==> src/hw/soc_pkg.sv <==
package soc_pkg;

    typedef logic [31:0] addr_t;
    typedef logic [31:0] data_t;
    typedef logic [3:0]  strb_t;
    typedef logic [3:0]  id_t;
    typedef logic [1:0]  resp_t;

    localparam resp_t RESP_OKAY   = 2'b00;
    localparam resp_t RESP_SLVERR = 2'b10;

    localparam id_t ID_FETCH = 4'd1;
    localparam id_t ID_DATA  = 4'd2;

    // single-beat word transfers only
    localparam logic [7:0] AXI_LEN_SINGLE = 8'd0;
    localparam logic [2:0] AXI_SIZE_WORD  = 3'd2;
    localparam logic [1:0] AXI_BURST_INCR = 2'b01;

    // mtime inside the clint window
    localparam logic [15:0] MTIME_LO_OFFSET = 16'hbff8;
    localparam logic [15:0] MTIME_HI_OFFSET = 16'hbffc;

    typedef struct packed {
        addr_t addr;
        id_t   id;
    } ar_req_t;

    typedef struct packed {
        data_t data;
        resp_t resp;
        id_t   id;
    } r_resp_t;

    typedef struct packed {
        addr_t addr;
        id_t   id;
    } aw_req_t;

    typedef struct packed {
        data_t data;
        strb_t strb;
    } w_beat_t;

    typedef struct packed {
        resp_t resp;
        id_t   id;
    } b_resp_t;

    typedef union packed {
        logic [63:0] count;
        struct packed {
            data_t hi;
            data_t lo;
        } half;
    } mtime_u;

endpackage

==> src/hw/mem_arbiter.sv <==
module mem_arbiter import soc_pkg::*; (
    input  logic    clock,
    input  logic    reset,

    input  logic    fetch_ar_valid,
    input  ar_req_t fetch_ar,
    output logic    fetch_ar_ready,
    output logic    fetch_r_valid,
    output r_resp_t fetch_r,
    input  logic    fetch_r_ready,

    input  logic    data_ar_valid,
    input  ar_req_t data_ar,
    output logic    data_ar_ready,
    output logic    data_r_valid,
    output r_resp_t data_r,
    input  logic    data_r_ready,
    input  logic    data_aw_valid,
    input  aw_req_t data_aw,
    input  w_beat_t data_w,
    output logic    data_aw_ready,
    output logic    data_b_valid,
    output b_resp_t data_b,
    input  logic    data_b_ready,

    output logic    m_ar_valid,
    output ar_req_t m_ar,
    input  logic    m_ar_ready,
    input  logic    m_r_valid,
    input  r_resp_t m_r,
    output logic    m_r_ready,
    output logic    m_aw_valid,
    output aw_req_t m_aw,
    output w_beat_t m_w,
    input  logic    m_aw_ready,
    input  logic    m_b_valid,
    input  b_resp_t m_b,
    output logic    m_b_ready
);

    logic rd_busy;
    // 1 when the data port owns the read
    logic rd_owner;
    logic ar_wait;
    logic wr_busy;
    logic grant_data;
    logic ar_fire;
    logic r_fire;
    logic aw_fire;
    logic b_fire;

    // a stalled request keeps its grant so the payload stays stable
    assign grant_data = ar_wait ? rd_owner : data_ar_valid;

    assign m_ar_valid = !rd_busy && (fetch_ar_valid || data_ar_valid);
    assign m_ar.addr  = grant_data ? data_ar.addr : fetch_ar.addr;
    assign m_ar.id    = grant_data ? ID_DATA : ID_FETCH;

    assign data_ar_ready  = !rd_busy && grant_data && m_ar_ready;
    assign fetch_ar_ready = !rd_busy && !grant_data && m_ar_ready;

    assign fetch_r_valid = rd_busy && !rd_owner && m_r_valid;
    assign data_r_valid  = rd_busy && rd_owner && m_r_valid;
    assign fetch_r       = m_r;
    assign data_r        = m_r;
    assign m_r_ready     = rd_busy && (rd_owner ? data_r_ready : fetch_r_ready);

    // writes only come from the data port
    assign m_aw_valid    = data_aw_valid && !wr_busy;
    assign m_aw.addr     = data_aw.addr;
    assign m_aw.id       = ID_DATA;
    assign m_w           = data_w;
    assign data_aw_ready = !wr_busy && m_aw_ready;

    assign data_b_valid = wr_busy && m_b_valid;
    assign data_b       = m_b;
    assign m_b_ready    = wr_busy && data_b_ready;

    assign ar_fire = m_ar_valid && m_ar_ready;
    assign r_fire  = m_r_valid && m_r_ready;
    assign aw_fire = m_aw_valid && m_aw_ready;
    assign b_fire  = m_b_valid && m_b_ready;

    always_ff @(posedge clock) begin
        if (!reset) begin
            rd_busy  <= 1'b0;
            rd_owner <= 1'b0;
            ar_wait  <= 1'b0;
            wr_busy  <= 1'b0;
        end else begin
            if (ar_fire) begin
                rd_busy  <= 1'b1;
                rd_owner <= grant_data;
                ar_wait  <= 1'b0;
            end else if (m_ar_valid) begin
                rd_owner <= grant_data;
                ar_wait  <= 1'b1;
            end else if (r_fire) begin
                rd_busy <= 1'b0;
            end

            if (aw_fire) begin
                wr_busy <= 1'b1;
            end else if (b_fire) begin
                wr_busy <= 1'b0;
            end
        end
    end

    // downstream only answers reads that were issued
    a_r_outstanding: assert property (@(posedge clock) disable iff (!reset)
        m_r_valid |-> rd_busy)
        else $error("read response with no read outstanding");

    a_r_owner_id: assert property (@(posedge clock) disable iff (!reset)
        rd_busy && m_r_valid |-> m_r.id == (rd_owner ? ID_DATA : ID_FETCH))
        else $error("read response id does not match the read owner");

endmodule

==> src/hw/clint_soc_xbar.sv <==
module clint_soc_xbar import soc_pkg::*; #(
    parameter addr_t       CLINT_BASE = 32'h0200_0000,
    parameter int unsigned CLINT_SIZE = 32'h0001_0000
) (
    input  logic        clock,
    input  logic        reset,

    input  logic        m_ar_valid,
    input  ar_req_t     m_ar,
    output logic        m_ar_ready,
    output logic        m_r_valid,
    output r_resp_t     m_r,
    input  logic        m_r_ready,
    input  logic        m_aw_valid,
    input  aw_req_t     m_aw,
    input  w_beat_t     m_w,
    output logic        m_aw_ready,
    output logic        m_b_valid,
    output b_resp_t     m_b,
    input  logic        m_b_ready,

    output logic        c_ar_valid,
    output ar_req_t     c_ar,
    input  logic        c_ar_ready,
    input  logic        c_r_valid,
    input  r_resp_t     c_r,
    output logic        c_r_ready,
    output logic        c_aw_valid,
    output aw_req_t     c_aw,
    output w_beat_t     c_w,
    input  logic        c_aw_ready,
    input  logic        c_b_valid,
    input  b_resp_t     c_b,
    output logic        c_b_ready,

    input  logic        io_master_awready,
    output logic        io_master_awvalid,
    output id_t         io_master_awid,
    output addr_t       io_master_awaddr,
    output logic [7:0]  io_master_awlen,
    output logic [2:0]  io_master_awsize,
    output logic [1:0]  io_master_awburst,
    input  logic        io_master_wready,
    output logic        io_master_wvalid,
    output data_t       io_master_wdata,
    output strb_t       io_master_wstrb,
    output logic        io_master_wlast,
    output logic        io_master_bready,
    input  logic        io_master_bvalid,
    input  id_t         io_master_bid,
    input  resp_t       io_master_bresp,
    input  logic        io_master_arready,
    output logic        io_master_arvalid,
    output id_t         io_master_arid,
    output addr_t       io_master_araddr,
    output logic [7:0]  io_master_arlen,
    output logic [2:0]  io_master_arsize,
    output logic [1:0]  io_master_arburst,
    output logic        io_master_rready,
    input  logic        io_master_rvalid,
    input  id_t         io_master_rid,
    input  data_t       io_master_rdata,
    input  resp_t       io_master_rresp
);

    logic rd_busy;
    logic rd_to_clint;
    logic wr_busy;
    logic wr_to_clint;
    // soc side may take aw and w in different cycles
    logic aw_done;
    logic w_done;
    logic ar_is_clint;
    logic aw_is_clint;
    logic wr_open;
    logic soc_wr_ready;
    logic ar_fire;
    logic r_fire;
    logic aw_fire;
    logic b_fire;

    function automatic logic in_clint(input addr_t addr);
        return (addr >= CLINT_BASE) && (addr < CLINT_BASE + addr_t'(CLINT_SIZE));
    endfunction

    assign ar_is_clint = in_clint(m_ar.addr);
    assign aw_is_clint = in_clint(m_aw.addr);

    assign c_ar_valid        = m_ar_valid && !rd_busy && ar_is_clint;
    assign c_ar              = m_ar;
    assign io_master_arvalid = m_ar_valid && !rd_busy && !ar_is_clint;
    assign io_master_araddr  = m_ar.addr;
    assign io_master_arid    = m_ar.id;
    assign io_master_arlen   = AXI_LEN_SINGLE;
    assign io_master_arsize  = AXI_SIZE_WORD;
    assign io_master_arburst = AXI_BURST_INCR;
    assign m_ar_ready = !rd_busy && (ar_is_clint ? c_ar_ready : io_master_arready);

    assign m_r_valid = rd_busy && (rd_to_clint ? c_r_valid : io_master_rvalid);
    assign m_r       = rd_to_clint ? c_r : r_resp_t'{data: io_master_rdata,
                                                    resp: io_master_rresp, id: io_master_rid};
    assign c_r_ready       = rd_busy && rd_to_clint && m_r_ready;
    assign io_master_rready = rd_busy && !rd_to_clint && m_r_ready;

    assign wr_open    = m_aw_valid && !wr_busy;
    assign c_aw_valid = wr_open && aw_is_clint;
    assign c_aw       = m_aw;
    assign c_w        = m_w;

    assign io_master_awvalid = wr_open && !aw_is_clint && !aw_done;
    assign io_master_awaddr  = m_aw.addr;
    assign io_master_awid    = m_aw.id;
    assign io_master_awlen   = AXI_LEN_SINGLE;
    assign io_master_awsize  = AXI_SIZE_WORD;
    assign io_master_awburst = AXI_BURST_INCR;
    assign io_master_wvalid  = wr_open && !aw_is_clint && !w_done;
    assign io_master_wdata   = m_w.data;
    assign io_master_wstrb   = m_w.strb;
    assign io_master_wlast   = 1'b1;

    assign soc_wr_ready = (aw_done || io_master_awready) && (w_done || io_master_wready);
    assign m_aw_ready   = !wr_busy && (aw_is_clint ? c_aw_ready : soc_wr_ready);

    assign m_b_valid = wr_busy && (wr_to_clint ? c_b_valid : io_master_bvalid);
    assign m_b       = wr_to_clint ? c_b : b_resp_t'{resp: io_master_bresp, id: io_master_bid};
    assign c_b_ready        = wr_busy && wr_to_clint && m_b_ready;
    assign io_master_bready = wr_busy && !wr_to_clint && m_b_ready;

    assign ar_fire = m_ar_valid && m_ar_ready;
    assign r_fire  = m_r_valid && m_r_ready;
    assign aw_fire = m_aw_valid && m_aw_ready;
    assign b_fire  = m_b_valid && m_b_ready;

    always_ff @(posedge clock) begin
        if (!reset) begin
            rd_busy     <= 1'b0;
            rd_to_clint <= 1'b0;
            wr_busy     <= 1'b0;
            wr_to_clint <= 1'b0;
            aw_done     <= 1'b0;
            w_done      <= 1'b0;
        end else begin
            if (ar_fire) begin
                rd_busy     <= 1'b1;
                rd_to_clint <= ar_is_clint;
            end else if (r_fire) begin
                rd_busy <= 1'b0;
            end

            if (aw_fire) begin
                wr_busy     <= 1'b1;
                wr_to_clint <= aw_is_clint;
                aw_done     <= 1'b0;
                w_done      <= 1'b0;
            end else begin
                if (io_master_awvalid && io_master_awready) begin
                    aw_done <= 1'b1;
                end
                if (io_master_wvalid && io_master_wready) begin
                    w_done <= 1'b1;
                end
                if (b_fire) begin
                    wr_busy <= 1'b0;
                end
            end
        end
    end

    a_resp_from_target: assert property (@(posedge clock) disable iff (!reset)
        (!c_r_valid || (rd_busy && rd_to_clint)) &&
        (!io_master_rvalid || (rd_busy && !rd_to_clint)) &&
        (!c_b_valid || (wr_busy && wr_to_clint)) &&
        (!io_master_bvalid || (wr_busy && !wr_to_clint)))
        else $error("response from unselected target");

endmodule

==> src/hw/clint.sv <==
module clint import soc_pkg::*; (
    input  logic    clock,
    input  logic    reset,

    input  logic    c_ar_valid,
    input  ar_req_t c_ar,
    output logic    c_ar_ready,
    output logic    c_r_valid,
    output r_resp_t c_r,
    input  logic    c_r_ready,
    input  logic    c_aw_valid,
    input  aw_req_t c_aw,
    input  w_beat_t c_w,
    output logic    c_aw_ready,
    output logic    c_b_valid,
    output b_resp_t c_b,
    input  logic    c_b_ready
);

    mtime_u mtime;
    logic   ar_fire;
    logic   aw_fire;

    assign c_ar_ready = !c_r_valid;
    assign c_aw_ready = !c_b_valid;
    assign ar_fire    = c_ar_valid && c_ar_ready;
    // write data is dropped since mtime is read only here
    assign aw_fire    = c_aw_valid && c_aw_ready;

    always_ff @(posedge clock) begin
        if (!reset) begin
            mtime.count <= 64'd0;
            c_r_valid   <= 1'b0;
            c_b_valid   <= 1'b0;
        end else begin
            mtime.count <= mtime.count + 64'd1;
            if (ar_fire) begin
                c_r_valid <= 1'b1;
            end else if (c_r_ready) begin
                c_r_valid <= 1'b0;
            end
            if (aw_fire) begin
                c_b_valid <= 1'b1;
            end else if (c_b_ready) begin
                c_b_valid <= 1'b0;
            end
        end
    end

    always_ff @(posedge clock) begin
        if (ar_fire) begin
            c_r.id <= c_ar.id;
            case (c_ar.addr[15:0])
                MTIME_LO_OFFSET: begin
                    c_r.data <= mtime.half.lo;
                    c_r.resp <= RESP_OKAY;
                end
                MTIME_HI_OFFSET: begin
                    c_r.data <= mtime.half.hi;
                    c_r.resp <= RESP_OKAY;
                end
                default: begin
                    c_r.data <= '0;
                    c_r.resp <= RESP_SLVERR;
                end
            endcase
        end
        if (aw_fire) begin
            c_b.id   <= c_aw.id;
            c_b.resp <= RESP_SLVERR;
        end
    end

endmodule

==> src/hw/soc_top.sv <==
module soc_top import soc_pkg::*; #(
    parameter addr_t       CLINT_BASE = 32'h0200_0000,
    parameter int unsigned CLINT_SIZE = 32'h0001_0000
) (
    input  logic        clock,
    input  logic        reset,

    input  logic        fetch_ar_valid,
    input  ar_req_t     fetch_ar,
    output logic        fetch_ar_ready,
    output logic        fetch_r_valid,
    output r_resp_t     fetch_r,
    input  logic        fetch_r_ready,

    input  logic        data_ar_valid,
    input  ar_req_t     data_ar,
    output logic        data_ar_ready,
    output logic        data_r_valid,
    output r_resp_t     data_r,
    input  logic        data_r_ready,
    input  logic        data_aw_valid,
    input  aw_req_t     data_aw,
    input  w_beat_t     data_w,
    output logic        data_aw_ready,
    output logic        data_b_valid,
    output b_resp_t     data_b,
    input  logic        data_b_ready,

    input  logic        io_master_awready,
    output logic        io_master_awvalid,
    output id_t         io_master_awid,
    output addr_t       io_master_awaddr,
    output logic [7:0]  io_master_awlen,
    output logic [2:0]  io_master_awsize,
    output logic [1:0]  io_master_awburst,
    input  logic        io_master_wready,
    output logic        io_master_wvalid,
    output data_t       io_master_wdata,
    output strb_t       io_master_wstrb,
    output logic        io_master_wlast,
    output logic        io_master_bready,
    input  logic        io_master_bvalid,
    input  id_t         io_master_bid,
    input  resp_t       io_master_bresp,
    input  logic        io_master_arready,
    output logic        io_master_arvalid,
    output id_t         io_master_arid,
    output addr_t       io_master_araddr,
    output logic [7:0]  io_master_arlen,
    output logic [2:0]  io_master_arsize,
    output logic [1:0]  io_master_arburst,
    output logic        io_master_rready,
    input  logic        io_master_rvalid,
    input  id_t         io_master_rid,
    input  data_t       io_master_rdata,
    input  resp_t       io_master_rresp
);

    // merged master
    logic    m_ar_valid;
    ar_req_t m_ar;
    logic    m_ar_ready;
    logic    m_r_valid;
    r_resp_t m_r;
    logic    m_r_ready;
    logic    m_aw_valid;
    aw_req_t m_aw;
    w_beat_t m_w;
    logic    m_aw_ready;
    logic    m_b_valid;
    b_resp_t m_b;
    logic    m_b_ready;

    // clint side
    logic    c_ar_valid;
    ar_req_t c_ar;
    logic    c_ar_ready;
    logic    c_r_valid;
    r_resp_t c_r;
    logic    c_r_ready;
    logic    c_aw_valid;
    aw_req_t c_aw;
    w_beat_t c_w;
    logic    c_aw_ready;
    logic    c_b_valid;
    b_resp_t c_b;
    logic    c_b_ready;

    mem_arbiter u_mem_arbiter (.*);

    clint_soc_xbar #(
        .CLINT_BASE(CLINT_BASE),
        .CLINT_SIZE(CLINT_SIZE)
    ) u_clint_soc_xbar (.*);

    clint u_clint (.*);

endmodule

==> config.mk <==
export PLATFORM = sky130hd
export DESIGN_NAME = soc_top
export DESIGN_NICKNAME = d
export VERILOG_FILES = /design/src/hw/soc_pkg.sv /design/src/hw/mem_arbiter.sv /design/src/hw/clint_soc_xbar.sv /design/src/hw/clint.sv /design/src/hw/soc_top.sv
export SDC_FILE = /design/constraint.sdc
export NUM_CORES = 1
export LEC_CHECK = 0
export ABC_AREA = 1
export BUFFER_PORTS_ARGS = -buffer_cell sky130_fd_sc_hd__buf_2
export CORE_MARGIN = 10
export CORE_UTILIZATION = 35
export DETAILED_ROUTE_END_ITERATION = 10
export PLACE_DENSITY = 0.65
export SLEW_MARGIN = 25
export SYNTH_ARGS = -nofsm -noshare
export SYNTH_HDL_FRONTEND = slang
export SYNTH_SLANG_ARGS = --single-unit
==> constraint.sdc <==
create_clock -name clock -period 11.36 [get_ports clock]
set_clock_uncertainty 0.2 [all_clocks]
set_input_delay 0.568 -clock clock [delete_from_list [all_inputs] [get_ports clock]]
set_output_delay 0.568 -clock clock [all_outputs]
set_load 0.02 [all_outputs]
Word level (Yosys, flattened, before mapping)
Index checks and enable logic that the tools add are counted.

operators by class
  add/subtract/negate cells = 1
  multipliers = 0
  div/mod/pow operators = 0
  magnitude comparators = 4
  equal/unequal tests = 3
  shift-type cells = 0
  mux-type cells = 23
  bitwise gates (word level) = 1
  reduce and logical (&&, ||, !) cells = 69

operator list
  cell                   count
  $pmux 34 s2            1
  $add 64x1->64 const B  1
  $ge 32x26->1 const B   2
  $lt 32x26->1 const B   2
  $logic_and 1x1->1      45
  $mux 38                1
  $eq 16x16->1 const B   2
  $mux 32                1
  $mux 1                 18
  $logic_not 1->1        13
  $reduce_bool 2->1      5
  $mux 6                 1
  $reduce_or 2->1        2
  $logic_or 1x1->1       3
  $mux 2                 1
  $ne 2x2->1 const B     1
  $reduce_and 2->1       1
  $not 1->1              1

storage, ports and cells
  flip-flop bits (word level) = 113
  latch bits = 0
  RAM bits = 0
  memory bits (read-only) = 0
  output and inout bits = 228
  logic and storage cells = 116
  memories kept = 0

Depth between registers and ports, before layout
Gate-level depths: netlist of run 1.

  depth in word-level cells = 9
  gate-level depth with buffers = 15
  mapped depth without buffers = 14

Hierarchy
From an unflattened synthesis of run 1, not the netlist that was laid out.

second synthesis, totals
  cell total of the unflattened synthesis = 1564
  area total of the unflattened synthesis = 10271.1 um^2

modules (own cells, without submodules)
  module          times used  cells an instance  area an instance (um^2)  seq. area each (um^2)
  clint           1           779                5500.3                   2552.4
  clint_soc_xbar  1           481                2912.8                   120.1
  mem_arbiter     1           304                1858.0                   80.1

Worst setup path after synthesis of run 1
Ideal clock, no wire load.

  kind = input to register
  from = input port data_ar_valid
  to = register u_clint.c_r[0] (netlist name)
  library setup time = 0.515 ns
  arrival time = 4.851 ns
  required time = 10.645 ns
  setup slack = 5.794 ns
  cell stages on the path = 9
  path through = inv_1 nand2_1 nand2_2 buf_2 nand2_1 nand2_1 nor2_1 nand4_1 nor4_1

on the way
  longest elaborated chain between the ends = 6

ends and longest elaborated chain
  element                                              line                  RTL
  start: declaration                                   soc_top.sv:15         input logic data_ar_valid,
  $mux 1 (*)                                           mem_arbiter.sv:53     assign grant_data = ar_wait ? rd_owner : data_ar_valid;
  $mux 32 (*)                                          mem_arbiter.sv:56     assign m_ar.addr = grant_data ? data_ar.addr : fetch_ar.addr;
  net io_master_araddr[16]                             soc_top.sv:48         output addr_t io_master_araddr,
  $ge 32x26->1 / $lt 32x26->1 (equally long branches)  clint_soc_xbar.sv:83  return (addr >= CLINT_BASE) && (addr < CLINT_BASE + addr_t'(CLINT_SIZE));
  $logic_and 1x1->1 (*)                                clint_soc_xbar.sv:83
  $logic_and 1x1->1 (*)                                clint_soc_xbar.sv:89  assign c_ar_valid = m_ar_valid && !rd_busy && ar_is_clint;
  $logic_and 1x1->1 (*)                                clint.sv:26           assign ar_fire = c_ar_valid && c_ar_ready;
  net u_clint.ar_fire                                  clint.sv:21           logic ar_fire;

The timed path passes the listed nets; every way through them passes the cells marked *.
A chain may end at the register's enable or synchronous reset.

Worst setup path in the final report of run 1
  from = register u_mem_arbiter.rd_owner
  to = output port io_master_araddr[2]

on the way
  longest elaborated chain between the ends = 2

ends and longest elaborated chain
  element                   line               RTL
  start: declaration        mem_arbiter.sv:43  logic rd_owner;
  start signal: assignment  mem_arbiter.sv:93  rd_owner <= grant_data;
  start signal: assignment  mem_arbiter.sv:96  rd_owner <= grant_data;
  $mux 1                    mem_arbiter.sv:53
  $mux 32                   mem_arbiter.sv:56
  end: declaration          soc_top.sv:48

Every way passes these cells.

==> results of run 1 <==
## layout by cell type, fill, tap and decap left out, types with 4 or more instances in the layout
master | synthesis | layout
nand2_1 | 374 | 374
xor2_1 | 5 | 5
buf_2 | 3 | 279
edfxtp_1 | 35 | 35
nand4_1 | 40 | 40
clkinv_4 | 0 | 4
inv_1 | 106 | 106
a21oi_1 | 55 | 55
clkbuf_16 | 0 | 9
o21ai_0 | 20 | 20
conb_1 | 2 | 33
dfxtp_1 | 75 | 75
nor3_1 | 41 | 41
or2_2 | 24 | 24
nor4_1 | 9 | 8
nor2_1 | 131 | 131
nand3_1 | 119 | 119
buf_4 | 147 | 6
## cell type report
type	instances	area (um^2)
fill	2480	13600
multi-input combinational	875	3890
sequential	110	2550
timing repair buffer	285	1440
inverter	108	407
tap	285	357
clock buffer	9	225
clock inverter	7	57.6
antenna	1	2.50
## logic make-up (layout without fill, tap and decap cells)
group	after synthesis	count (layout)
AOI/OAI and AO/OA	84	84
xor gates and xnor gates	5	5
adders and majority gates	1	1
buffers and inverters	284	409
DFF	110	110
muxes	1	1
other	2	34
and+or+nand+nor	751	751
## worst max-delay path: cells and delay by family, from the launching register on
kind,cells,cell delay [ns]
buffers and inverters,4,1.08
DFF,1,0.39
and+or+nand+nor,3,0.92
AOI/OAI and AO/OA,1,0.06
## per-stage QoR
step	setup slack (ns)	power, W	hold slack [ns]	utilization, %	std cells
6_report	7.73	0.000932	0.273	39.7	1680
3_3_place_gp	7.96	0.000632	0.268	38.4	1663
2_1_floorplan	5.79	0.000594	0.241	-	1269
3_5_place_dp	7.93	0.000633	0.272	38.4	1663
4_1_cts	7.73	0.000939	0.257	39.7	1679
5_1_grt	7.54	0.000974	0.295	39.7	1680
## power by group through the flow
stage	Sequential, W	Combinational, W	Clock (W)
final	0.000410	0.000215	0.000307
after global routing	0.000410	0.000233	0.000331
after CTS	0.000410	0.000215	0.000315
after detailed placement	0.000419	0.000214	0
after global placement	0.000419	0.000213	0
after floorplan	0.000418	0.000176	0
## layer usage
| metal | vias up | routed length [um] | global-route usage, % |
|---|---|---|---|
| li1 | 4125 | - | - |
| met1 | 3775 | 12800 | 26.1 |
| met2 | 383 | 15900 | 36.5 |
| met3 | 44 | 2840 | 3.99 |
| met4 | 0 | 595 | 5.72 |
| met5 | - | 0 | 0 |
## path summary, 6_finish.rpt
check / end / depth (start not counted) / slack, ns / from
worst max register to register: u_clint.c_r[23] / 10 / 8.11 / u_mem_arbiter.rd_owner
worst max-delay path: io_master_araddr[2] / 8 / 7.73 / u_mem_arbiter.rd_owner
worst min-delay path: u_clint_soc_xbar.w_done / 3 / 0.27 / io_master_wready
worst min register to register: u_clint.mtime[62] / 2 / 0.29 / u_clint.mtime[62]
==> metrics, run 1 <==
outcome=completed; Post-CTS Setup Repair Bufs=0; CTS tree=done; clk buf depth=2; switching part of the total=between 30% and 40%; grt total ovfl=0; Clk pwr share=33.0%; main combinational cell family by area after synthesis=simple AND/OR/NAND/NOR gates; Detailed Route Iter0 Violations=between 800 and 900; WL per Instance=19.1 um; # clock sinks=110; clock-pin slew on the worst setup and hold paths=around 0.080 ns; post-synthesis mux area share=less than 1%; Std-Cell Rows=between 50 and 60; Post-Syn Instances=about 1200; critical path's most frequent cell=inv_1; TritonCTS Buffers=9; design area=a little under 0.009 mm^2; Vias=8327; final setup vio count=0; max FFs per register=64; most frequent cell after synthesis=nand2_1; RSZ-0062 raised after global routing=false; CP Max Fanout=33; Synth Register Bits=110; critical path type=reg2out; Simple-Gate Fraction of Synth Area=roughly 41%; Int Power=about 0.00062 W; DP Area=roughly 0.0087 mm^2; power share of the sequential group=between 40 and 50%; Tot GR Track Use=a little over a fifth; register area share after synthesis=between 30% and 40%; GPL Wtd Cong=just over 1; worst path required time=between 10 and 15 ns; Port Buffers=about 280; H-tree levels=3; ranking of synthesized cells by area=dfxtp_1, nand2_1, buf_4; Most flops, register=u_clint.mtime; Relative slew margins=a little over 50%; async set-reset flop share out of synthesis=0%; hold buffer count at cts=0; Clock Tree Root=clkbuf_16; worst-skew pair later-pin latency=0.37 ns; first-pass GRT wire length=47100 um; Max Freq=275 MHz; max cap viols=0; combinational cell fraction of total power=between 20% and 30%; most common flop cell mapped by yosys=dfxtp_1; CTS resizes=0; number of global-route vias before repair=slightly below 8000; LEAKAGE=between 4 and 5 nW; VDD IR max=between 0.00005 and 0.00006 V; DR pass1 iterations=5; Worst Path Arrival=2.86 ns; antenna violations before repair=1; final hold viol count=0; complex-gate fraction of the synthesized area=between 5 and 6%; biggest regs=u_clint.mtime (64), u_clint.c_r (35); DR DRC count=0; Final nets=roughly 1600; Worst setup SP type=flip-flop; NetSw=0.000312 W; Mapped Area=~0.008 mm^2; post-synth top area share=between 10% and 20%; max-slew violations=0; Core ar.=0.0225 mm^2; pin count of the biggest net entering global routing=66; hpwl dp=26700 um; largest area contributor in the netlist=dfxtp_1; die width=171 um; Tcrit/Tclk final=a little under a third; CP cell instances=inv_1, nand2_1, nand2_2, or2_2, o21ai_2, buf_4, inv_1, buf_2; final worst path period need=between 3 and 4 ns; vias per inst=4.96; Least-Margin Pin Slew=approximately 0.74 ns; xor-xnor portion of the synthesized cell area=less than 1%; Critical-path top delay cell=or2_2; Mean Syn Cell Area=around 6.4 um^2; Die Y-Extent=between 150 and 200 um; TNS Setup=0 ns; starting density of the core=a little over a third; I/O pin count=around 430; EDFF count, synth=35; CP peak stage delay=around 0.44 ns; share of cells above drive strength 1=roughly 24%; Netlist cell types=38; area delta synth->final=12.5%; Antenna Violating Nets Remaining=0; pwr dens=~100 mW/mm^2; Synth top cells by count=nand2_1, buf_4, nor2_1, nand3_1, inv_1; Synth Area in Adders=0.157%; HP Class=in2reg; DRT Wirelength=32200 um; CP Capture Type=primary output; YS warnings=0; die area=between 0.02 and 0.03 mm^2
Note: power is estimated with default switching activity, not from simulation.
==> run 2, diff against run 1 <==
--- a/config.mk
+++ b/config.mk
@@ -10,7 +10,7 @@
 export CORE_MARGIN = 10
 export CORE_UTILIZATION = 35
 export DETAILED_ROUTE_END_ITERATION = 10
-export PLACE_DENSITY = 0.65
+export PLACE_DENSITY = 0.68
 export SLEW_MARGIN = 25
 export SYNTH_ARGS = -nofsm -noshare
 export SYNTH_HDL_FRONTEND = slang
==> constraint.sdc (replaced) <==
create_clock -name clock -period 3.2 [get_ports clock]
set_clock_uncertainty 0.2 [all_clocks]
set_input_delay 0.16 -clock clock [delete_from_list [all_inputs] [get_ports clock]]
set_output_delay 0.16 -clock clock [all_outputs]
set_load 0.02 [all_outputs]
==> run 2 against run 1 <==
Sequential power grew to 3.6 times the previous value. First-iteration DRC count is 28% lower. Routed wire length is 1.1% higher. Non-clock buffer count is 10 higher. Sequential cell count stayed put. Largest cell class unchanged. Die area stayed put. Largest power group unchanged.
==> metrics, run 2 (same netlist as run 1, synthesis figures left out) <==
outcome=completed; Die Y-Extent=171 um (unchanged); Final nets=1601 (+0.63%); critical path's most frequent cell=nand2_1; combinational cell fraction of total power=23.5% (+0.4 points); max cap viols=0 (unchanged); final hold viol count=0 (unchanged); Multi-input gate area=0.00392 mm^2 (+0.58%); Core ar.=0.0225 mm^2 (unchanged); die area=0.0291 mm^2 (unchanged); VDD IR max=0.000220 V (+270%); FILL cells=2458 (-0.89%); Port Buffers=279 (unchanged); Clk pwr share=32.6% (-0.4 points); final worst path period need=2.94 ns; DR DRC count=0 (unchanged); CP Max Fanout=37 (+12%); max-slew violations=0 (unchanged); area delta synth->final=14.2%; worst-skew pair later-pin latency=0.36 ns (about the same); NetSw=0.00111 W (+260%); Max Freq=341 MHz; GPL Wtd Cong=0.983 (-2.8%); final setup vio count=0 (unchanged); switching part of the total=33.5% (+0.034 points); CTS tree=done; Tcrit/Tclk final=between 90% and 100%; clk buf depth=2 (unchanged); CP delay by family, top=simple AND/OR/NAND/NOR gates; die width=171 um (unchanged); share of cells above drive strength 1=24.1% (+0.042 points); first-pass GRT wire length=47100 um (about the same); LEAKAGE=4.20 nW (+1.1%); TNS Setup=0 ns (unchanged); biggest regs=u_clint.mtime (64), u_clint.c_r (35); H-tree levels=3 (unchanged); DRT Wirelength=32500 um (+1.1%); # clock sinks=110 (unchanged); Detailed Route Iter0 Violations=579 (-28%); Antenna Violating Nets Remaining=0 (unchanged); critical path type=reg2out; Clock Tree Root=clkbuf_16; power share of the sequential group=43.9% (about the same); Critical-path top delay cell=dfxtp_1; HP Class=in2reg; Int Power=0.00220 W (+260%); Most flops, register=u_clint.mtime; worst path required time=2.84 ns (-7.75 ns); starting density of the core=35.3% (unchanged); CP cell instances=inv_2, nand2_2, nand2_8, nand2_1, nand2_1, nor2_1, nand2_1, nor2_1, nand3_1, nand2_1, nand2_1, nor3_1, buf_2; number of global-route vias before repair=7998 (+1.1%); WHS=0.0581 ns (-0.214 ns); pin count of the biggest net entering global routing=66 (unchanged); vias per inst=4.99 (+0.69%); Vias=8434 (+1.3%); antenna violations before repair=2 (+1); DR pass1 iterations=8 (+3); Std-Cell Rows=55 (unchanged); WL per Instance=19.2 um (+0.52%); I/O pin count=429 (unchanged); most frequent cells in the layout=nand2_1, buf_2, nor2_1; clock-pin slew on the worst setup and hold paths=0.07 ns (about the same); Worst Path Arrival=2.58 ns (-0.28 ns); Least-Margin Pin Slew=0.872 ns (+0.133 ns); Relative slew margins=41.8% (-8.6 points); grt total ovfl=0 (unchanged); pwr dens=365 mW/mm^2 (+250%); CP Capture Type=primary output; CP peak stage delay=0.41 ns (-0.03 ns); Tot GR Track Use=21.1% (about the same); max FFs per register=64 (unchanged); TritonCTS Buffers=9 (unchanged); RSZ-0062 raised after global routing=false; hpwl dp=27100 um (+1.4%); Worst setup SP type=flip-flop; Buf/Inv on CP=2 (-2); FF/Latch Area=0.00255 mm^2 (unchanged); most common cell after layout, fill and taps aside=nand2_1
==> run 2: power groups by stage <==
stage / clock [W] / combinational [W] / sequential [W]
finish: 0.00108 / 0.000778 / 0.00146
global route: 0.00116 / 0.000843 / 0.00146
CTS: 0.00110 / 0.000776 / 0.00145
detailed placement: 0 / 0.000769 / 0.00149
global placement: 0 / 0.000769 / 0.00149
floorplan: 0 / 0.000626 / 0.00148
==> run 2: metal layers <==
metal	GRT usage [%]	vias up	routed length, um
met3	3.46	46	2730
met4	6.90	2	770
met5	0.181	-	8
li1	-	4149	-
met1	25.9	3859	13100
met2	36.6	378	15900
==> run 2: area by class of cell <==
cell class / count / area share (%)
Tap cell: 285 / 3.93
Antenna cell: 1 / 0.0276
Timing Repair Buffer: 295 / 17.3
Sequential cell: 110 / 28.1
Clock buffer: 9 / 2.48
Inverter: 108 / 4.47
Clock inverter: 7 / 0.551
Multi-Input combinational cell: 875 / 43.2
==> run 2: tightest hold or removal path: stages <==
cell and delay [ns]:
buf_2 0.07, o21ai_0 0.17, a21oi_1 0.17
==> run 2: path summary, 6_finish.rpt <==
check,from,end,slack (ns),cells past startpoint
max,u_mem_arbiter.ar_wait,fetch_ar_ready,0.26,13
min,fetch_ar_valid,u_mem_arbiter.rd_owner,0.06,3
min reg2reg,u_clint.mtime[62],u_clint.mtime[62],0.29,2
max reg2reg,u_clint.mtime[0],u_clint.mtime[44],0.57,10
==> run 2: repair_timing <==
action,4_1_cts,5_1_grt
gates resized for setup,0,2
hold endpoints to repair,5,0
hold buffers,5,0
setup buffers,0,0
setup endpoints to repair,0,2
==> run 2: per-stage QoR <==
step                      area [um^2]  util (%)  instances  setup slack, ns  power (W)
after floorplan                  8080         -       1269          0.00982    0.00211
after global placement           8730      38.8       1668            0.557    0.00226
final                            9070      40.3       1690            0.263    0.00331
after global routing             9070      40.3       1690           0.0381    0.00346
after CTS                        9060      40.3       1689            0.192    0.00333
after detailed placement         8730      38.8       1668            0.540    0.00226
==> run 3, diff against run 2 <==
--- a/config.mk
+++ b/config.mk
@@ -7,11 +7,13 @@
 export LEC_CHECK = 0
 export ABC_AREA = 1
 export BUFFER_PORTS_ARGS = -buffer_cell sky130_fd_sc_hd__buf_2
-export CORE_MARGIN = 10
-export CORE_UTILIZATION = 35
+export CORE_AREA = 10 10 160 162
 export DETAILED_ROUTE_END_ITERATION = 10
-export PLACE_DENSITY = 0.68
+export DIE_AREA = 0 0 170 172
+export PLACE_DENSITY = 0.69
+export SKIP_CTS_REPAIR_TIMING = 1
 export SLEW_MARGIN = 25
 export SYNTH_ARGS = -nofsm -noshare
 export SYNTH_HDL_FRONTEND = slang
 export SYNTH_SLANG_ARGS = --single-unit
+export TNS_END_PERCENT = 30
==> run 3 against run 2 <==
First-iteration DRC count is 41% higher. Die area is 0.37% higher. Final area is 0.32% lower. Sequential cell count stayed put. Clock-buffer cell count is 1 higher. Core utilization is 0.12 points higher. Via count hardly changed. Setup slack better by 0.091 ns. Clock power hardly changed. Sequential power hardly changed. Global-route usage is 0.33 points higher. Non-clock buffer count is 2 lower. Critical path type unchanged. Highest routed layer is now met4.
==> metrics, run 3 (same netlist as run 1, synthesis figures left out) <==
clk buf depth=2 (unchanged); die width=170 um (-0.40%); CP Capture Type=primary output; Detailed Route Iter0 Violations=817 (+41%); hpwl dp=27700 um (+2.2%); WL per Instance=19.5 um (+1.6%); Antenna Violating Nets Remaining=0 (unchanged); Tot GR Track Use=21.4% (+0.33 points); grt total ovfl=0 (unchanged); share of cells above drive strength 1=24.1% (-0.037 points); most common cell after layout, fill and taps aside=nand2_1; first-pass GRT wire length=47700 um (+1.3%); DR DRC count=0 (unchanged); Least-Margin Pin Slew=0.652 ns (-0.220 ns); antenna violations before repair=0 (-2); Clock Tree Root=clkbuf_16; Worst setup SP type=flip-flop; switching part of the total=33.8% (+0.23 points); DR pass1 iterations=5 (-3); Relative slew margins=56.2% (+14 points); GPL Wtd Cong=1.04 (+6.0%); Port Buffers=279 (unchanged); CP cell instances=inv_1, nand2_1, nand2_4, buf_4, nand2_1, nand2_1, nor2_1, nand2_1, nor2_1, nand3_1, nand2_1, nand2_1, nor3_1, buf_2; slack of the worst reg-to-reg path=0.53 ns (-0.04 ns); final hold viol count=0 (unchanged); critical path's most frequent cell=nand2_1; # clock sinks=110 (unchanged); Buf/Inv on CP=3 (+1); Post-Layout Cell Count=1688 (-0.12%); die area=0.0292 mm^2 (+0.37%); Clk pwr share=32.7% (about the same); most frequent cells in the layout=nand2_1, buf_2, nor2_1; worst-skew pair later-pin latency=0.37 ns (about the same); max-slew violations=0 (unchanged); HP Class=in2reg; Final nets=1599 (-0.12%); power share of the sequential group=43.7% (-0.2 points); Hold EP=u_clint_soc_xbar.wr_busy; I/O pin count=429 (unchanged); Max Freq=351 MHz (+3.2%); Core ar.=0.0224 mm^2 (-0.61%); DRT Wirelength=33000 um (+1.4%); TNS Setup=0 ns (unchanged); FF/Latch Area=0.00255 mm^2 (unchanged); RSZ-0062 raised after global routing=false; Most flops, register=u_clint.mtime; CP delay by family, top=simple AND/OR/NAND/NOR gates; H-tree levels=3 (unchanged); reg2reg start=u_mem_arbiter.ar_wait; Die Y-Extent=172 um (+0.77%); pin count of the biggest net entering global routing=66 (unchanged); Critical-path top delay cell=dfxtp_1; final worst path period need=2.85 ns (-0.0913 ns); area delta synth->final=13.8%; clock-pin slew on the worst setup and hold paths=0.08 ns (about the same); TritonCTS Buffers=9 (unchanged); LEAKAGE=4.20 nW (-0.16%); r2r endpoint=u_clint.c_r[23]; NetSw=0.00112 W (+1.2%); CP Max Fanout=23 (-38%); worst path required time=2.84 ns (about the same); Std-Cell Rows=55 (unchanged); outcome=completed; number of global-route vias before repair=7982 (-0.20%); biggest regs=u_clint.mtime (64), u_clint.c_r (35); placed cells=1667 (-0.060%); FILL cells=2417 (-1.7%); vias per inst=4.99 (about the same); starting density of the core=35.5% (+0.22 points); Int Power=0.00220 W (+0.18%); CTS tree=done; final setup vio count=0 (unchanged); VDD IR max=0.000222 V (+0.53%); Vias=8426 (-0.095%); R2R depth=11 (+1); Tcrit/Tclk final=88.9% (-2.9 points); Worst Path Arrival=2.49 ns (-0.09 ns); Cells on Worst Hold Path=4 (+1); Multi-input gate area=0.00392 mm^2 (unchanged); combinational cell fraction of total power=23.7% (+0.2 points); critical path type=reg2out; Worst Hold Launch=io_master_bvalid; max cap viols=0 (unchanged); pwr dens=368 mW/mm^2 (+0.85%); max FFs per register=64 (unchanged); CP peak stage delay=0.38 ns (-0.03 ns)
## run 3: changes by cell type in the layout (fill, tap and decap cells not counted)
cell | previous run | this run
clkinv_1 | 2 | 1
dlygate4sd3_1 | 5 | 4
clkbuf_1 | 0 | 1
clkinvlp_4 | 2 | 0
clkinv_2 | 1 | 2
inv_6 | 1 | 0
buf_12 | 3 | 2
clkinv_4 | 2 | 3
inv_8 | 0 | 1
## run 3: cell type report
class                           instances  area share [%]
Clock inverter                          6           0.526
Sequential cell                       110            28.2
Timing Repair Buffer                  293            17.0
Antenna cell                            1          0.0277
Clock buffer                           10            2.53
Inverter                              108            4.48
Tap cell                              285            3.94
Multi-Input combinational cell        875            43.3
## run 3: how the worst max path moves through the flow
| stage | cells past startpoint | startpoint | endpoint | slack [ns] |
|---|---|---|---|---|
| floorplan | 9 | u_mem_arbiter.rd_owner | u_clint.c_r[0] | 0.01 |
| global placement | 9 | u_mem_arbiter.ar_wait | u_clint.c_r[26] | 0.56 |
| detailed placement | 11 | u_mem_arbiter.ar_wait | u_clint.c_r[22] | 0.53 |
| CTS | 14 | u_mem_arbiter.rd_owner | data_ar_ready | 0.19 |
| global route | 13 | u_mem_arbiter.ar_wait | fetch_ar_ready | 0.05 |
| finish | 14 | u_mem_arbiter.rd_owner | data_ar_ready | 0.35 |
## run 3: stage by stage
stage	cell area [um^2]	power [W]	hold slack, ns	worst slack (ns)	util, %
floorplan	8080	0.00211	0.119	0.00982	-
global placement	8710	0.00226	0.120	0.557	39.0
detailed placement	8710	0.00227	0.120	0.526	39.0
CTS	8990	0.00335	-0.143	0.194	40.2
global route	9040	0.00348	0.0387	0.0535	40.4
finish	9050	0.00333	0.0205	0.355	40.4
## run 3: worst min-delay path, cell delays in order
cell	delay, ns
buf_2	0.08
mux2i_1	0.07
o21ai_0	0.16
a21oi_1	0.07
## run 3: power by group through the flow
stage / combinational [W] / sequential, W / clock (W)
3_5_place_dp: 0.000780 / 0.00149 / 0
3_3_place_gp: 0.000778 / 0.00149 / 0
2_1_floorplan: 0.000626 / 0.00148 / 0
4_1_cts: 0.000782 / 0.00145 / 0.00111
5_1_grt: 0.000853 / 0.00146 / 0.00118
6_report: 0.000787 / 0.00145 / 0.00109
## run 3: layer usage
metal  vias to the layer above  GRT usage, %  wire, um
met4                         0          6.33       708
met1                      3808          26.6     13300
met3                        52          4.81      3170
li1                       4149             -         -
met2                       417          36.2     15800
met5                         -             0         0
